<file path="src/design/lab_pkg.sv">
package lab_pkg;

    //----------------------------------------------------------
    // Board dimensions

    localparam int w_key   = 4;   // Lab keys, reset is separate
    localparam int w_sw    = 8;   // Two BCD digits for load
    localparam int w_led   = 6;
    localparam int w_digit = 4;   // Display digits
    localparam int w_seg   = 8;   // abcdefgh, a is the MSB

    //----------------------------------------------------------
    // Timing

    localparam int scan_period         = 8;          // Cycles per digit
    localparam int default_tick_period = 27_000_000; // 1 Hz at 27 MHz

    // Derived counter widths
    localparam int w_scan      = $clog2(scan_period);
    localparam int w_digit_idx = $clog2(w_digit);

    //----------------------------------------------------------
    // Command strobes from the key decoder

    typedef struct packed {
        logic                toggle_run;  // Key 0
        logic                clear;       // Key 1
        logic                load;        // Key 2
        logic                toggle_dir;  // Key 3
        logic [w_sw - 1:0]   load_value;  // Valid with load only
    } key_cmd_t;

    //----------------------------------------------------------
    // Four BCD digits, d0 is the least significant

    typedef struct packed {
        logic [3:0] d3;
        logic [3:0] d2;
        logic [3:0] d1;
        logic [3:0] d0;
    } bcd_count_t;

endpackage

</file>
<file path="src/design/slow_clk_gen.sv">
`timescale 1ns/1ps

module slow_clk_gen
# (
    parameter int tick_period = lab_pkg::default_tick_period
)
(
    input  logic clk,
    input  logic rst_n,
    output logic tick
);

    localparam int w_cnt = $clog2(tick_period);

    logic [w_cnt - 1:0] cnt;

    // Enable pulse instead of a derived clock, one domain only
    always_ff @(posedge clk)
    begin
        if (!rst_n)
        begin
            cnt  <= w_cnt'(tick_period - 1);
            tick <= 1'b0;
        end
        else if (cnt == '0)
        begin
            cnt  <= w_cnt'(tick_period - 1);  // Reload
            tick <= 1'b1;
        end
        else
        begin
            cnt  <= cnt - 1'b1;
            tick <= 1'b0;
        end
    end

endmodule

</file>
<file path="src/design/key_decoder.sv">
`timescale 1ns/1ps

module key_decoder
(
    input  logic                        clk,
    input  logic                        rst_n,
    input  logic [lab_pkg::w_key - 1:0] key,
    input  logic [lab_pkg::w_sw  - 1:0] sw,
    output lab_pkg::key_cmd_t           cmd
);

    logic [lab_pkg::w_key - 1:0] sync1;
    logic [lab_pkg::w_key - 1:0] sync2;
    logic [lab_pkg::w_key - 1:0] prev;
    logic [lab_pkg::w_key - 1:0] rise;

    //----------------------------------------------------------
    // Synchroniser and edge detect

    always_ff @(posedge clk)
    begin
        if (!rst_n)
        begin
            sync1 <= '0;
            sync2 <= '0;
            prev  <= '0;
            rise  <= '0;
        end
        else
        begin
            sync1 <= key;
            sync2 <= sync1;
            prev  <= sync2;
            rise  <= sync2 & ~prev;   // One cycle per press
        end
    end

    //----------------------------------------------------------
    // Command register

    always_ff @(posedge clk)
    begin
        if (!rst_n)
        begin
            cmd <= '0;
        end
        else
        begin
            cmd.toggle_run <= rise [0];
            cmd.clear      <= rise [1];
            cmd.load       <= rise [2];
            cmd.toggle_dir <= rise [3];

            // Switches are taken on the load edge only
            cmd.load_value <= rise [2] ? sw : '0;
        end
    end

endmodule

</file>
<file path="src/design/bcd_counter.sv">
`timescale 1ns/1ps

module bcd_counter
(
    input  logic                        clk,
    input  logic                        rst_n,
    input  logic                        tick,
    input  lab_pkg::key_cmd_t           cmd,
    output lab_pkg::bcd_count_t         count,
    output logic [lab_pkg::w_led - 1:0] led
);

    logic running;
    logic down;
    logic heartbeat;
    logic step;

    // One BCD step, carry or borrow ripples through all digits
    function automatic lab_pkg::bcd_count_t bcd_step
    (
        input lab_pkg::bcd_count_t c,
        input logic                dn
    );
        logic [lab_pkg::w_digit - 1:0][3:0] d;
        logic                               carry;

        d     = c;
        carry = 1'b1;

        for (int i = 0; i < lab_pkg::w_digit; i++)
        begin
            if (carry)
            begin
                if (dn)
                begin
                    carry = (d [i] == 4'd0);
                    d [i] = carry ? 4'd9 : d [i] - 4'd1;
                end
                else
                begin
                    carry = (d [i] == 4'd9);
                    d [i] = carry ? 4'd0 : d [i] + 4'd1;
                end
            end
        end

        return d;
    endfunction

    function automatic logic [3:0] clamp_bcd (input logic [3:0] n);
        return (n > 4'd9) ? 4'd9 : n;
    endfunction

    //----------------------------------------------------------

    assign step = tick & running;

    // Commands win over tick
    always_ff @(posedge clk)
    begin
        if (!rst_n)
        begin
            count     <= '0;
            running   <= 1'b0;
            down      <= 1'b0;
            heartbeat <= 1'b0;
        end
        else if (cmd.clear)
            count <= '0;                          // Run flag untouched
        else if (cmd.load)
            count <= {8'h00, clamp_bcd(cmd.load_value [7:4]),
                             clamp_bcd(cmd.load_value [3:0])};
        else if (cmd.toggle_run | cmd.toggle_dir)
        begin
            running <= running ^ cmd.toggle_run;
            down    <= down    ^ cmd.toggle_dir;
        end
        else if (step)
        begin
            count     <= bcd_step(count, down);
            heartbeat <= ~heartbeat;
        end
    end

    assign led = {heartbeat, running, count.d0};

endmodule

</file>
<file path="src/design/seg7_scanner.sv">
`timescale 1ns/1ps

module seg7_scanner
(
    input  logic                          clk,
    input  logic                          rst_n,
    input  lab_pkg::bcd_count_t           count,
    output logic [lab_pkg::w_seg   - 1:0] abcdefgh,
    output logic [lab_pkg::w_digit - 1:0] digit
);

    logic [lab_pkg::w_scan      - 1:0] scan_cnt;
    logic [lab_pkg::w_digit_idx - 1:0] idx;
    logic [3:0]                        cur;

    // Segment pattern, h stays dark
    function automatic logic [lab_pkg::w_seg - 1:0] seg_of (input logic [3:0] v);
        case (v)
            4'd0:    return 8'b1111_1100;
            4'd1:    return 8'b0110_0000;
            4'd2:    return 8'b1101_1010;
            4'd3:    return 8'b1111_0010;
            4'd4:    return 8'b0110_0110;
            4'd5:    return 8'b1011_0110;
            4'd6:    return 8'b1011_1110;
            4'd7:    return 8'b1110_0000;
            4'd8:    return 8'b1111_1110;
            4'd9:    return 8'b1111_0110;
            default: return 8'b0000_0000;   // Not BCD, blank
        endcase
    endfunction

    //----------------------------------------------------------
    // Slot timer and digit index

    always_ff @(posedge clk)
    begin
        if (!rst_n)
        begin
            scan_cnt <= '0;
            idx      <= '0;
        end
        else if (scan_cnt == lab_pkg::w_scan'(lab_pkg::scan_period - 1))
        begin
            scan_cnt <= '0;
            idx      <= idx + 1'b1;   // d0 .. d3, then back
        end
        else
            scan_cnt <= scan_cnt + 1'b1;
    end

    always_comb
    begin
        case (idx)
            2'd0:    cur = count.d0;
            2'd1:    cur = count.d1;
            2'd2:    cur = count.d2;
            default: cur = count.d3;
        endcase
    end

    //----------------------------------------------------------
    // Output register, segments and strobe move together

    always_ff @(posedge clk)
    begin
        if (!rst_n)
        begin
            digit    <= lab_pkg::w_digit'(1);
            abcdefgh <= seg_of(4'd0);
        end
        else
        begin
            digit    <= lab_pkg::w_digit'(1) << idx;
            abcdefgh <= seg_of(cur);
        end
    end

endmodule

</file>
<file path="src/design/lab_top.sv">
`timescale 1ns/1ps

module lab_top
# (
    parameter int tick_period = lab_pkg::default_tick_period
)
(
    input  logic                          clk,
    input  logic                          rst_n,
    input  logic [lab_pkg::w_key   - 1:0] key,
    input  logic [lab_pkg::w_sw    - 1:0] sw,
    output logic [lab_pkg::w_led   - 1:0] led,
    output logic [lab_pkg::w_seg   - 1:0] abcdefgh,
    output logic [lab_pkg::w_digit - 1:0] digit
);

    logic                tick;
    lab_pkg::key_cmd_t   cmd;
    lab_pkg::bcd_count_t count;

    //----------------------------------------------------------

    slow_clk_gen # (.tick_period (tick_period))
    i_slow_clk_gen (.clk (clk), .rst_n (rst_n), .tick (tick));

    key_decoder i_key_decoder
    (
        .clk      ( clk      ),
        .rst_n    ( rst_n    ),
        .key      ( key      ),
        .sw       ( sw       ),
        .cmd      ( cmd      )
    );

    bcd_counter i_bcd_counter
    (
        .clk      ( clk      ),
        .rst_n    ( rst_n    ),
        .tick     ( tick     ),
        .cmd      ( cmd      ),
        .count    ( count    ),
        .led      ( led      )
    );

    seg7_scanner i_seg7_scanner
    (
        .clk      ( clk      ),
        .rst_n    ( rst_n    ),
        .count    ( count    ),
        .abcdefgh ( abcdefgh ),
        .digit    ( digit    )
    );

endmodule

</file>
<file path="src/design/board_specific_top.sv">
`timescale 1ns/1ps

module board_specific_top
# (
    parameter int tick_period = lab_pkg::default_tick_period  // 2 or more
)
(
    input  logic                          clk,
    input  logic                          rst_n,

    input  logic [lab_pkg::w_key   - 1:0] KEY,    // Active low
    input  logic [lab_pkg::w_sw    - 1:0] SW,     // Active low

    output logic [lab_pkg::w_led   - 1:0] LED,    // Active low

    output logic [lab_pkg::w_seg   - 1:0] abcdefgh,
    output logic [lab_pkg::w_digit - 1:0] digit
);

    logic [lab_pkg::w_key - 1:0] lab_key;
    logic [lab_pkg::w_sw  - 1:0] lab_sw;
    logic [lab_pkg::w_led - 1:0] lab_led;

    //----------------------------------------------------------
    // Board polarity, the lab sees active high only

    assign lab_key = ~ KEY;
    assign lab_sw  = ~ SW;
    assign LED     = ~ lab_led;

    //----------------------------------------------------------

    lab_top
    # (
        .tick_period ( tick_period )
    )
    i_lab_top
    (
        .clk         ( clk         ),
        .rst_n       ( rst_n       ),

        .key         ( lab_key     ),
        .sw          ( lab_sw      ),

        .led         ( lab_led     ),

        .abcdefgh    ( abcdefgh    ),   // Display is active high
        .digit       ( digit       )
    );

endmodule

</file>
<file path="config.mk">
export PLATFORM = sky130hd
export DESIGN_NAME = board_specific_top
export DESIGN_NICKNAME = d
export VERILOG_FILES = /design/src/design/lab_pkg.sv /design/src/design/slow_clk_gen.sv /design/src/design/key_decoder.sv /design/src/design/bcd_counter.sv /design/src/design/seg7_scanner.sv /design/src/design/lab_top.sv /design/src/design/board_specific_top.sv
export SDC_FILE = /design/constraint.sdc
export NUM_CORES = 1
export LEC_CHECK = 0
export ABC_AREA = 0
export BUFFER_PORTS_ARGS = -buffer_cell sky130_fd_sc_hd__clkbuf_2
export CORE_MARGIN = 3
export CORE_UTILIZATION = 40
export DETAILED_ROUTE_END_ITERATION = 8
export PLACE_DENSITY = 0.65
export SLEW_MARGIN = 20
export SYNTH_ARGS = -nofsm -noshare
export SYNTH_HDL_FRONTEND = slang
export SYNTH_SLANG_ARGS = --single-unit
</file>
<file path="constraint.sdc">
create_clock -name clk -period 2.9 [get_ports clk]
set_input_delay 0.58 -clock clk [delete_from_list [all_inputs] [get_ports clk]]
set_output_delay 0.58 -clock clk [all_outputs]
set_load 0.02 [all_outputs]
</file>
Word-level counts from Yosys, hierarchy flattened
Memory sizes are Yosys's and may differ from the RTL's. A register that Yosys moved wholly into a read port is not among the register bits.
Cells that the tools add are included.
- input bits: 14
- output and inout port bits: 18
- memories kept: 1
- register bits: 90
- logic and storage cells: 119
- memory bits (read-only): 112
- muxes and demuxes: 40
- $lt $le $gt $ge: 2
- bitwise gates (word level): 14
- reductions and logical operators: 20
- equal/unequal tests: 8
- add/subtract/negate cells: 11
- shift operators: 1
- memory list (name ; depth ; bits a word ; read ports ; clocked after memory_dff ; write ports ; line ; source):
    (name not given) ; 16 ; 7 ; 1 ; 1 ; 0 ; seg7_scanner.sv:18 ; case (v)
- operator list (cell ; number):
    $mux 4 ; 15
    $logic_not 25->1 ; 1
    $sub 25x1->25 const B ; 1
    $mux 8 ; 3
    $mux 1 ; 21
    $add 4x1->4 const B ; 4
    $eq 4x4->1 const B ; 4
    $logic_not 4->1 ; 4
    $sub 4x1->4 const B ; 4
    $pmux 4 s3 ; 1
    $reduce_and 3->1 ; 4
    $gt 4x4->1 const B ; 2
    $not 4->4 ; 2
    $not 8->8 ; 1
    $not 6->6 ; 1
    $reduce_or 2->1 ; 3
    $not 1->1 ; 5
    $and 4x4->4 ; 1
    $reduce_and 2->1 ; 2
    $reduce_and 4->1 ; 1
    $reduce_bool 2->1 ; 2
    $shl 1x2->4 const A ; 1
    $add 3x1->3 const B ; 1
    $eq 3x3->1 const B ; 1
    other kinds (10) ; 11

Logic depth before layout (Yosys ltp)
Gate-level depths: netlist of the first run.
- depth in word-level cells: 20
- depth in mapped cells: 9
- mapped depth without buffers: 9

Cells and area by module
Synthesis of the first run repeated with hierarchy kept, for this count alone.
- cells, all modules: 492
- area, all modules: 4388.0 sq um
- by module, submodules not included (module ; instances ; cells an instance ; sequential area each (sq um) ; area an instance (sq um)):
    bcd_counter ; 1 ; 206 ; 380.4 ; 1574.0
    slow_clk_gen ; 1 ; 128 ; 520.5 ; 1159.9
    seg7_scanner ; 1 ; 82 ; 320.3 ; 828.3
    key_decoder ; 1 ; 58 ; 560.5 ; 758.2
    board_specific_top ; 1 ; 18 ; 0.0 ; 67.6

Worst setup path before layout of the first run
No wires, ideal clock.
- kind: register to register
- start point: register i_lab_top.i_seg7_scanner.idx[1] in the netlist's numbering
- end point: register i_lab_top.i_seg7_scanner.abcdefgh[4] in the netlist's numbering
- required time: 2825 ps
- path slack: 880 ps
- clock period less this slack: 2020 ps
- path buffers: 0
- arrival time: 1945 ps
- stages on the path, launching flop included: 9
- cells stage by stage: dfxtp_1 inv_1 ha_1 a222oi_1 mux2_2 inv_1 ha_1 mux2_2 o21ai_0
- cells in the longest elaborated chain, start to end: 2
- elaborated cells between the ends (all ways): 4
- classes of those cells: eq/ne: 2; mux: 1; reduce/logical: 1
- RTL lines (what ; line ; source):
    start, declared ; seg7_scanner.sv:13 ; logic [lab_pkg::w_digit_idx - 1:0] idx;
    start signal, assigned ; seg7_scanner.sv:46 ; idx <= idx + 1'b1;
    $eq 2x2->1 (tied with other cells) ; seg7_scanner.sv:54 ; case (idx)
    $pmux 4 s3 * ; seg7_scanner.sv:54 ;
    end, declared ; seg7_scanner.sv:8 ; output logic [lab_pkg::w_seg - 1:0] abcdefgh,
Mark *: on every way between the ends. The rest lies on a longest branch, timed or not.
A chain may end at the register's enable or synchronous reset.

Worst setup path after layout of the first run
- start point: register i_lab_top.i_seg7_scanner.idx[1] in the netlist's numbering
- end point: register i_lab_top.i_seg7_scanner.abcdefgh[1] in the netlist's numbering
Same word-level chain as after synthesis.

==> flow_metrics.tcl, run 1 <==
set metrics [dict create \
    outcome "finished clean" \
    reg2reg_to "i_lab_top.i_seg7_scanner.abcdefgh[1]" \
    drt_iter0_drc 128 \
    hold_depth 2 \
    fillers 1004 \
    vias_per_cell 5.44 \
    rr_worst_depth 9 \
    setup_violations 0 \
    numCtsBuffers 9 \
    multi_input_area_sq_um 2290 \
    fmax_mhz 445 \
    setup_tns_ns 0 \
    cp-startpoint "i_lab_top.i_seg7_scanner.idx[1]" \
    final_area_sq_um 4720 \
    worstPathRequired_ns 3.17 \
    post_cts_resized 0 \
    first_global_vias 3221 \
    ant_nets 0 \
    synthCells 487 \
    fin_crit_ns 2.25 \
    worst_pin_slew_ns 0.834 \
    die_w_um 110 \
    coreArea_sq_um 10400 \
    grt_use_total_pct 15.5 \
    dpl_cell_area_sq_um 4520 \
    critPathKind "reg2reg" \
    worst-path-buf-inv 3 \
    gp_congestion 0.804 \
    power_density_nw_per_um2 472 \
    num_rows 37 \
    clk_root_buffer_cell "clkbuf_8" \
    start_kind "flop" \
    wl_per_cell_um 13.9 \
    fp.dieH_um 110 \
    worst_ep_arrival_time_ns 2.51 \
    maxCapViolations 0 \
    async_reset_ff_share_pct 0 \
    yosysSeqAreaShare_pct 41.4 \
    die_area_sq_um 12100 \
    hold_viol 0 \
    maxSlewViolCount 0 \
    leakage_nw 1.71 \
    syn_nets 515 \
    nNetsFinal 527 \
    r2r-start "i_lab_top.i_seg7_scanner.idx[1]" \
    start_util_pct 41.4 \
    clockBufferDepth 2 \
    worstHoldEndpoint "i_lab_top.i_key_decoder.sync1[3]" \
    whs_ns 0.360 \
    path_clk_slew_ns 0.09 \
    min_from "KEY[3]" \
    fin_crit_sh_pct 77.5 \
    ios 32 \
    setup_ws_ns 0.653 \
    antennaDiodeCount 0 \
    area_growth_pct 9.61 \
    cpMostUsedCell "inv_1" \
    layout-drive-gt1-share_pct 12.5 \
    hold_class "in2reg" \
    grt_max_degree 20 \
    synth_edf_count 0 \
    relSlewSlack_pct 42.8 \
    crit_slowest_cell "dfxtp_1" \
    drc_errors 0 \
    synth-main-ff-cell "dfxtp_1" \
    end_kind "flop" \
    dp_cells 624 \
    post_synth_instance_area_sq_um 4310 \
    syn_area_per_cell_sq_um 8.85 \
    antenna_found_initial 0 \
    wl_um 8870 \
    grt-ovfl-total 0 \
    worstPathMaxFanout 6 \
    first_pass_iters 5 \
    grt_pass1_wl_um 15000 \
    cts.htree.levels 3 \
    crit_path_cell_trace "inv_1 > ha_1 > a222oi_1 > mux2_2 > inv_1 > ha_1 > inv_1 > a21oi_1 > a211oi_1" \
    finalNonFillerCells 640 \
    seq_area_sq_um 1780 \
    path_delay_family "compound AO/OA/AOI/OAI gates" \
    skew_ns 0.0125 \
    portBuffers 30 \
    clock-sinks 89 \
    rsz0062_at_grt "false" \
    crit_path_max_incr_delay_ns 0.40 \
    holdBufCountCts 0 \
    dp_hpwl_um 6380 \
    insertion_delay_ns 0.36 \
    ir_drop_mv 0.326 \
    ys_types 70 \
    post_cts_buffers 0 \
    yosys_warnings 0 \
    ys_ff_latch 89 \
    vias 3482 \
    tritoncts "yes" \
    r2r_slack_ns 0.65 \
    pre_cts_slack_ns 0.684 \
]
==> metal layers <==
| layer | routed length, um | global-route usage (%) | share of wire (%) |
|---|---|---|---|
| met5 | 0 | 0 | 0 |
| met4 | 137 | 5.61 | 1.5 |
| met3 | 343 | 2.41 | 3.9 |
| met2 | 4240 | 26.1 | 48 |
| met1 | 4150 | 20.1 | 47 |
==> flip-flops by register name, indices dropped and copies added, names as in the netlist, 2 cells and up <==
name and cells:
i_lab_top.i_slow_clk_gen.cnt 25, i_lab_top.i_bcd_counter.count 16, i_lab_top.i_key_decoder.cmd 12, i_lab_top.i_seg7_scanner.abcdefgh 7, i_lab_top.i_key_decoder.prev 4, i_lab_top.i_key_decoder.rise 4, i_lab_top.i_key_decoder.sync1 4, i_lab_top.i_key_decoder.sync2 4
i_lab_top.i_seg7_scanner.digit 4, i_lab_top.i_seg7_scanner.scan_cnt 3, i_lab_top.i_seg7_scanner.idx 2
==> synthesized netlist by cell type (3+ instances only) <==
cell type | number | area, sq um
a2111oi_0 | 4 | 35.0
a211oi_1 | 6 | 45.0
a21oi_1 | 19 | 95.1
a221oi_1 | 4 | 35.0
a222oi_1 | 4 | 40.0
a311oi_1 | 5 | 43.8
a31oi_1 | 5 | 31.3
and2_1 | 16 | 100
and3b_1 | 5 | 43.8
buf_1 | 3 | 11.3
buf_2 | 4 | 20.0
clkbuf_1 | 25 | 93.8
dfxtp_1 | 89 | 1780
ha_1 | 14 | 175
inv_1 | 22 | 82.6
mux2_2 | 5 | 56.3
mux2i_1 | 7 | 70.1
nand2_1 | 30 | 113
nand2b_1 | 8 | 50.1
nand3_1 | 14 | 70.1
nand4_1 | 3 | 18.8
nand4b_1 | 4 | 35.0
nor2_1 | 44 | 165
nor2b_1 | 7 | 43.8
nor3_1 | 11 | 55.1
nor3b_1 | 11 | 82.6
o21a_1 | 3 | 22.5
o21ai_0 | 24 | 120
o31a_1 | 3 | 26.3
o31ai_1 | 6 | 45.0
or3_1 | 5 | 31.3
or4_1 | 8 | 60.1
xnor2_1 | 11 | 96.3
xor2_1 | 12 | 105
==> power by group <==
part / internal, mW / switching [mW] / leakage, nW
sequential: 1.24 / 0.0165 / 0.722
clock: 0.409 / 0.453 / 0.0979
combinational: 0.0427 / 0.0636 / 0.891
==> metrics by stage <==
step,util (%),power (mW)
6_report,45.3,2.23
5_1_grt,45.3,2.31
4_1_cts,45.3,2.25
3_5_place_dp,43.4,1.40
3_3_place_gp,43.4,1.39
2_1_floorplan,-,1.36
==> cells by family (layout without fill, tap and decap cells) <==
group           Yosys count  in the layout  synth area share [%]
simple gates            184            184                  24.2
compound gates          106            106                  17.3
flops                    89             89                  41.4
buf+inv                  58             75                  5.43
xor+xnor                 23             23                  4.68
fa+ha+maj                14             14                  4.07
mux                      12             12                  2.93
other cells               1              1                0.0870
==> cells in the final DEF, fill, tap and decap left out, drive strengths merged, types with 8 or more instances in the layout <==
cell / count
nand3: 14
nor3b: 11
nor3: 12
and2: 16
a21oi: 19
or4: 8
clkbuf: 40
o21ai: 24
nand2b: 8
xnor2: 11
xor2: 12
nor2: 44
dfxtp: 89
inv: 25
ha: 14
nand2: 30
==> how the worst max path moves through the flow <==
stage,to,slack [ns],depth (start not counted)
final,i_lab_top.i_seg7_scanner.abcdefgh[1],0.65,9
after global routing,i_lab_top.i_seg7_scanner.abcdefgh[4],0.49,8
after CTS,i_lab_top.i_seg7_scanner.abcdefgh[1],0.67,9
after detailed placement,i_lab_top.i_seg7_scanner.abcdefgh[1],0.68,9
after global placement,i_lab_top.i_seg7_scanner.abcdefgh[4],0.77,8
after floorplan,i_lab_top.i_seg7_scanner.abcdefgh[4],0.88,8
==> cell type report <==
class	instances	share of cell area, %
Multi-Input combinational cell	340	48.5
Sequential cell	89	37.7
Timing Repair Buffer	35	3.97
Tap cell	136	3.60
Clock buffer	10	2.70
Inverter	24	1.91
Clock inverter	6	1.54
(Power assumes the default switching activity.)
==> run 2, diff against run 1 <==
Settings changed: ABC_AREA 0 to 1.
Clock period 2.9 ns to 2.16 ns, I/O delays scaled along.
==> flow_metrics.tcl, run 2 <==
set metrics [dict create \
    hold_viol 0 \
    wl_um 9310 \
    antenna_found_initial 0 \
    dp_cells 788 \
    dpl_cell_area_sq_um 4690 \
    synth_most_common_cell "nand2_1" \
    finish.utilization_pct 46.9 \
    gp_congestion 0.804 \
    clockBufferDepth 2 \
    worst-path-buf-inv 3 \
    coreArea_sq_um 10500 \
    rsz0062_at_grt "false" \
    tritoncts "yes" \
    first_global_vias 3832 \
    vias_per_cell 4.87 \
    final_common_cell "nand2_1" \
    drt_iter0_drc 219 \
    whs_ns 0.229 \
    power_frac_clock_pct 41.1 \
    combPwrFrac_pct 4.6 \
    drc_errors 0 \
    synth.area.top_cells "dfxtp_1 (40%), nand2_1 (13%), nor2_1 (7.5%), inv_1 (6.4%), o21ai_0 (4.9%)" \
    area_growth_pct 11.5 \
    grt-ovfl-total 0 \
    ys_types 38 \
    outcome "finished clean" \
    synthCells 630 \
    min_from "SW[0]" \
    setup_violations 0 \
    wl_per_cell_um 11.6 \
    internal-power_mw 2.43 \
    nNetsFinal 691 \
    hold_depth 2 \
    rr_worst_depth 11 \
    fin_crit_sh_pct 91.7 \
    synthTopCellsByCount "nand2_1 (150), dfxtp_1 (89), nor2_1 (88)" \
    cts.htree.levels 3 \
    setup_tns_ns 0 \
    fmax_mhz 505 \
    fin_crit_ns 1.98 \
    worstPathRequired_ns 2.39 \
    sw_frac_of_total_pct 21.9 \
    die_w_um 111 \
    maxCapViolations 0 \
    worstHoldEndpoint "i_lab_top.i_key_decoder.cmd[0]" \
    antennaDiodeCount 0 \
    final_area_sq_um 4920 \
    fillers 1069 \
    regMostFlops "i_lab_top.i_slow_clk_gen.cnt" \
    clock-sinks 89 \
    reg.largest.list "i_lab_top.i_slow_clk_gen.cnt x25, i_lab_top.i_bcd_counter.count x16, i_lab_top.i_key_decoder.cmd x12" \
    grt_pass1_wl_um 16700 \
    worst_ep_arrival_time_ns 2.21 \
    seqPwrFrac_pct 54.3 \
    grt_max_degree 24 \
    start_kind "flop" \
    r2r-start "i_lab_top.i_seg7_scanner.idx[0]" \
    hold_class "in2reg" \
    yosysTopAreaCell "dfxtp_1" \
    clk_root_buffer_cell "clkbuf_8" \
    async_reset_ff_share_pct 0 \
    vias 3912 \
    fp.dieH_um 111 \
    critPathKind "reg2reg" \
    numCtsBuffers 9 \
    crit_slowest_cell "dfxtp_1" \
    maxSlewViolCount 0 \
    crit_path_max_incr_delay_ns 0.36 \
    synth_top_area_share_pct 40.4 \
    grt_use_total_pct 15.8 \
    skew_ns 0.00901 \
    largest_reg_flops 25 \
    first_pass_iters 5 \
    synth_edf_count 0 \
    syn_nets 658 \
    ios 32 \
    synth-main-ff-cell "dfxtp_1" \
    path_clk_slew_ns 0.09 \
    yosys_warnings 0 \
    reg2reg_to "i_lab_top.i_seg7_scanner.abcdefgh[3]" \
    switching_power_mw 0.679 \
    power_density_nw_per_um2 631 \
    portBuffers 30 \
    crit_path_cell_trace "inv_2 > ha_1 > inv_1 > o21ai_0 > nor2_1 > nor2_2 > inv_1 > ha_1 > or2_2 > nand3_1 > nand3_1" \
    syn_area_per_cell_sq_um 7.01 \
    final_cell_mix "nand2_1 (150), dfxtp_1 (89), nor2_1 (87)" \
    path_delay_family "simple AND/OR/NAND/NOR gates" \
    ys_ff_latch 89 \
    insertion_delay_ns 0.35 \
    layout-drive-gt1-share_pct 16.3 \
    die_area_sq_um 12300 \
    leakage_nw 2.23 \
    worstPathMaxFanout 6 \
    finalNonFillerCells 803 \
    start_util_pct 42.0 \
    end_kind "flop" \
    ir_drop_mv 0.341 \
    ant_nets 0 \
    yosysSeqAreaShare_pct 40.4 \
    post_synth_instance_area_sq_um 4410 \
    r2r_slack_ns 0.18 \
    num_rows 37 \
    dp_hpwl_um 7020 \
]
## run 2: worst max path at each step
stage | startpoint | to | slack, ns | cells after the start
3_5_place_dp | i_lab_top.i_seg7_scanner.idx[0] | i_lab_top.i_seg7_scanner.abcdefgh[3] | 0.11 | 11
2_1_floorplan | i_lab_top.i_seg7_scanner.idx[0] | i_lab_top.i_seg7_scanner.abcdefgh[3] | 0.27 | 11
6_report | i_lab_top.i_seg7_scanner.idx[0] | i_lab_top.i_seg7_scanner.abcdefgh[3] | 0.18 | 11
3_3_place_gp | i_lab_top.i_seg7_scanner.idx[0] | i_lab_top.i_seg7_scanner.abcdefgh[3] | 0.25 | 11
4_1_cts | i_lab_top.i_seg7_scanner.idx[0] | i_lab_top.i_seg7_scanner.abcdefgh[3] | 0.1 | 11
5_1_grt | i_lab_top.i_seg7_scanner.idx[0] | i_lab_top.i_seg7_scanner.abcdefgh[3] | 0.007 | 11
## run 2: logic make-up (layout without fill, tap and decap cells)
| logic type | Yosys count | in the layout | synth area share [%] |
|---|---|---|---|
| and+or+nand+nor | 334 | 334 | 34.9 |
| buffers and inverters | 101 | 138 | 9.24 |
| DFF | 89 | 89 | 40.4 |
| AOI/OAI and AO/OA | 85 | 85 | 10.3 |
| adders and majority gates | 14 | 14 | 3.97 |
| xor gates and xnor gates | 6 | 6 | 1.19 |
| other | 1 | 1 | 0.0850 |
## run 2: stage by stage
step	setup WS (ns)	power [mW]
after floorplan	0.271	1.83
after global placement	0.252	1.86
after detailed placement	0.114	1.87
after CTS	0.0965	3.16
after global routing	0.00678	3.24
final	0.179	3.11
## run 2: power groups by stage
stage	logic, mW	clock network [mW]	registers, mW
after floorplan	0.103	0	1.72
after global placement	0.140	0	1.72
after detailed placement	0.144	0	1.73
after CTS	0.145	1.33	1.69
after global routing	0.167	1.38	1.69
final	0.143	1.28	1.69
## run 2: timing repair
action | CTS | global route
endpoints found under the setup margin | 0 | 1
hold buffers | 0 | 0
gates resized for setup | 0 | 3
setup buffers | 0 | 0
## run 2: per-layer routing
layer	global-route usage [%]	routed length (um)
met1	19.0	4210
met2	28.5	4610
met3	2.95	370
met4	5.03	129
met5	0	0
## run 2: final cells by class
class | count | area [sq um] | area share [%]
inverters | 89 | 337 | 6.84
flip-flops and latches | 89 | 1780 | 36.2
repair buffers | 34 | 180 | 3.66
well taps | 136 | 170 | 3.46
multi-input cells | 440 | 2230 | 45.2
clock buffers | 11 | 151 | 3.07
clock inverters | 4 | 76.3 | 1.55
## run 2: worst register-to-register path: stages, from the launching register on
cell     delay, ns
dfxtp_1       0.36
inv_2         0.12
ha_1          0.21
inv_1         0.08
o21ai_0       0.16
nor2_1        0.07
nor2_2        0.12
inv_1         0.11
ha_1          0.22
or2_2         0.29
nand3_1       0.07
nand3_1       0.06
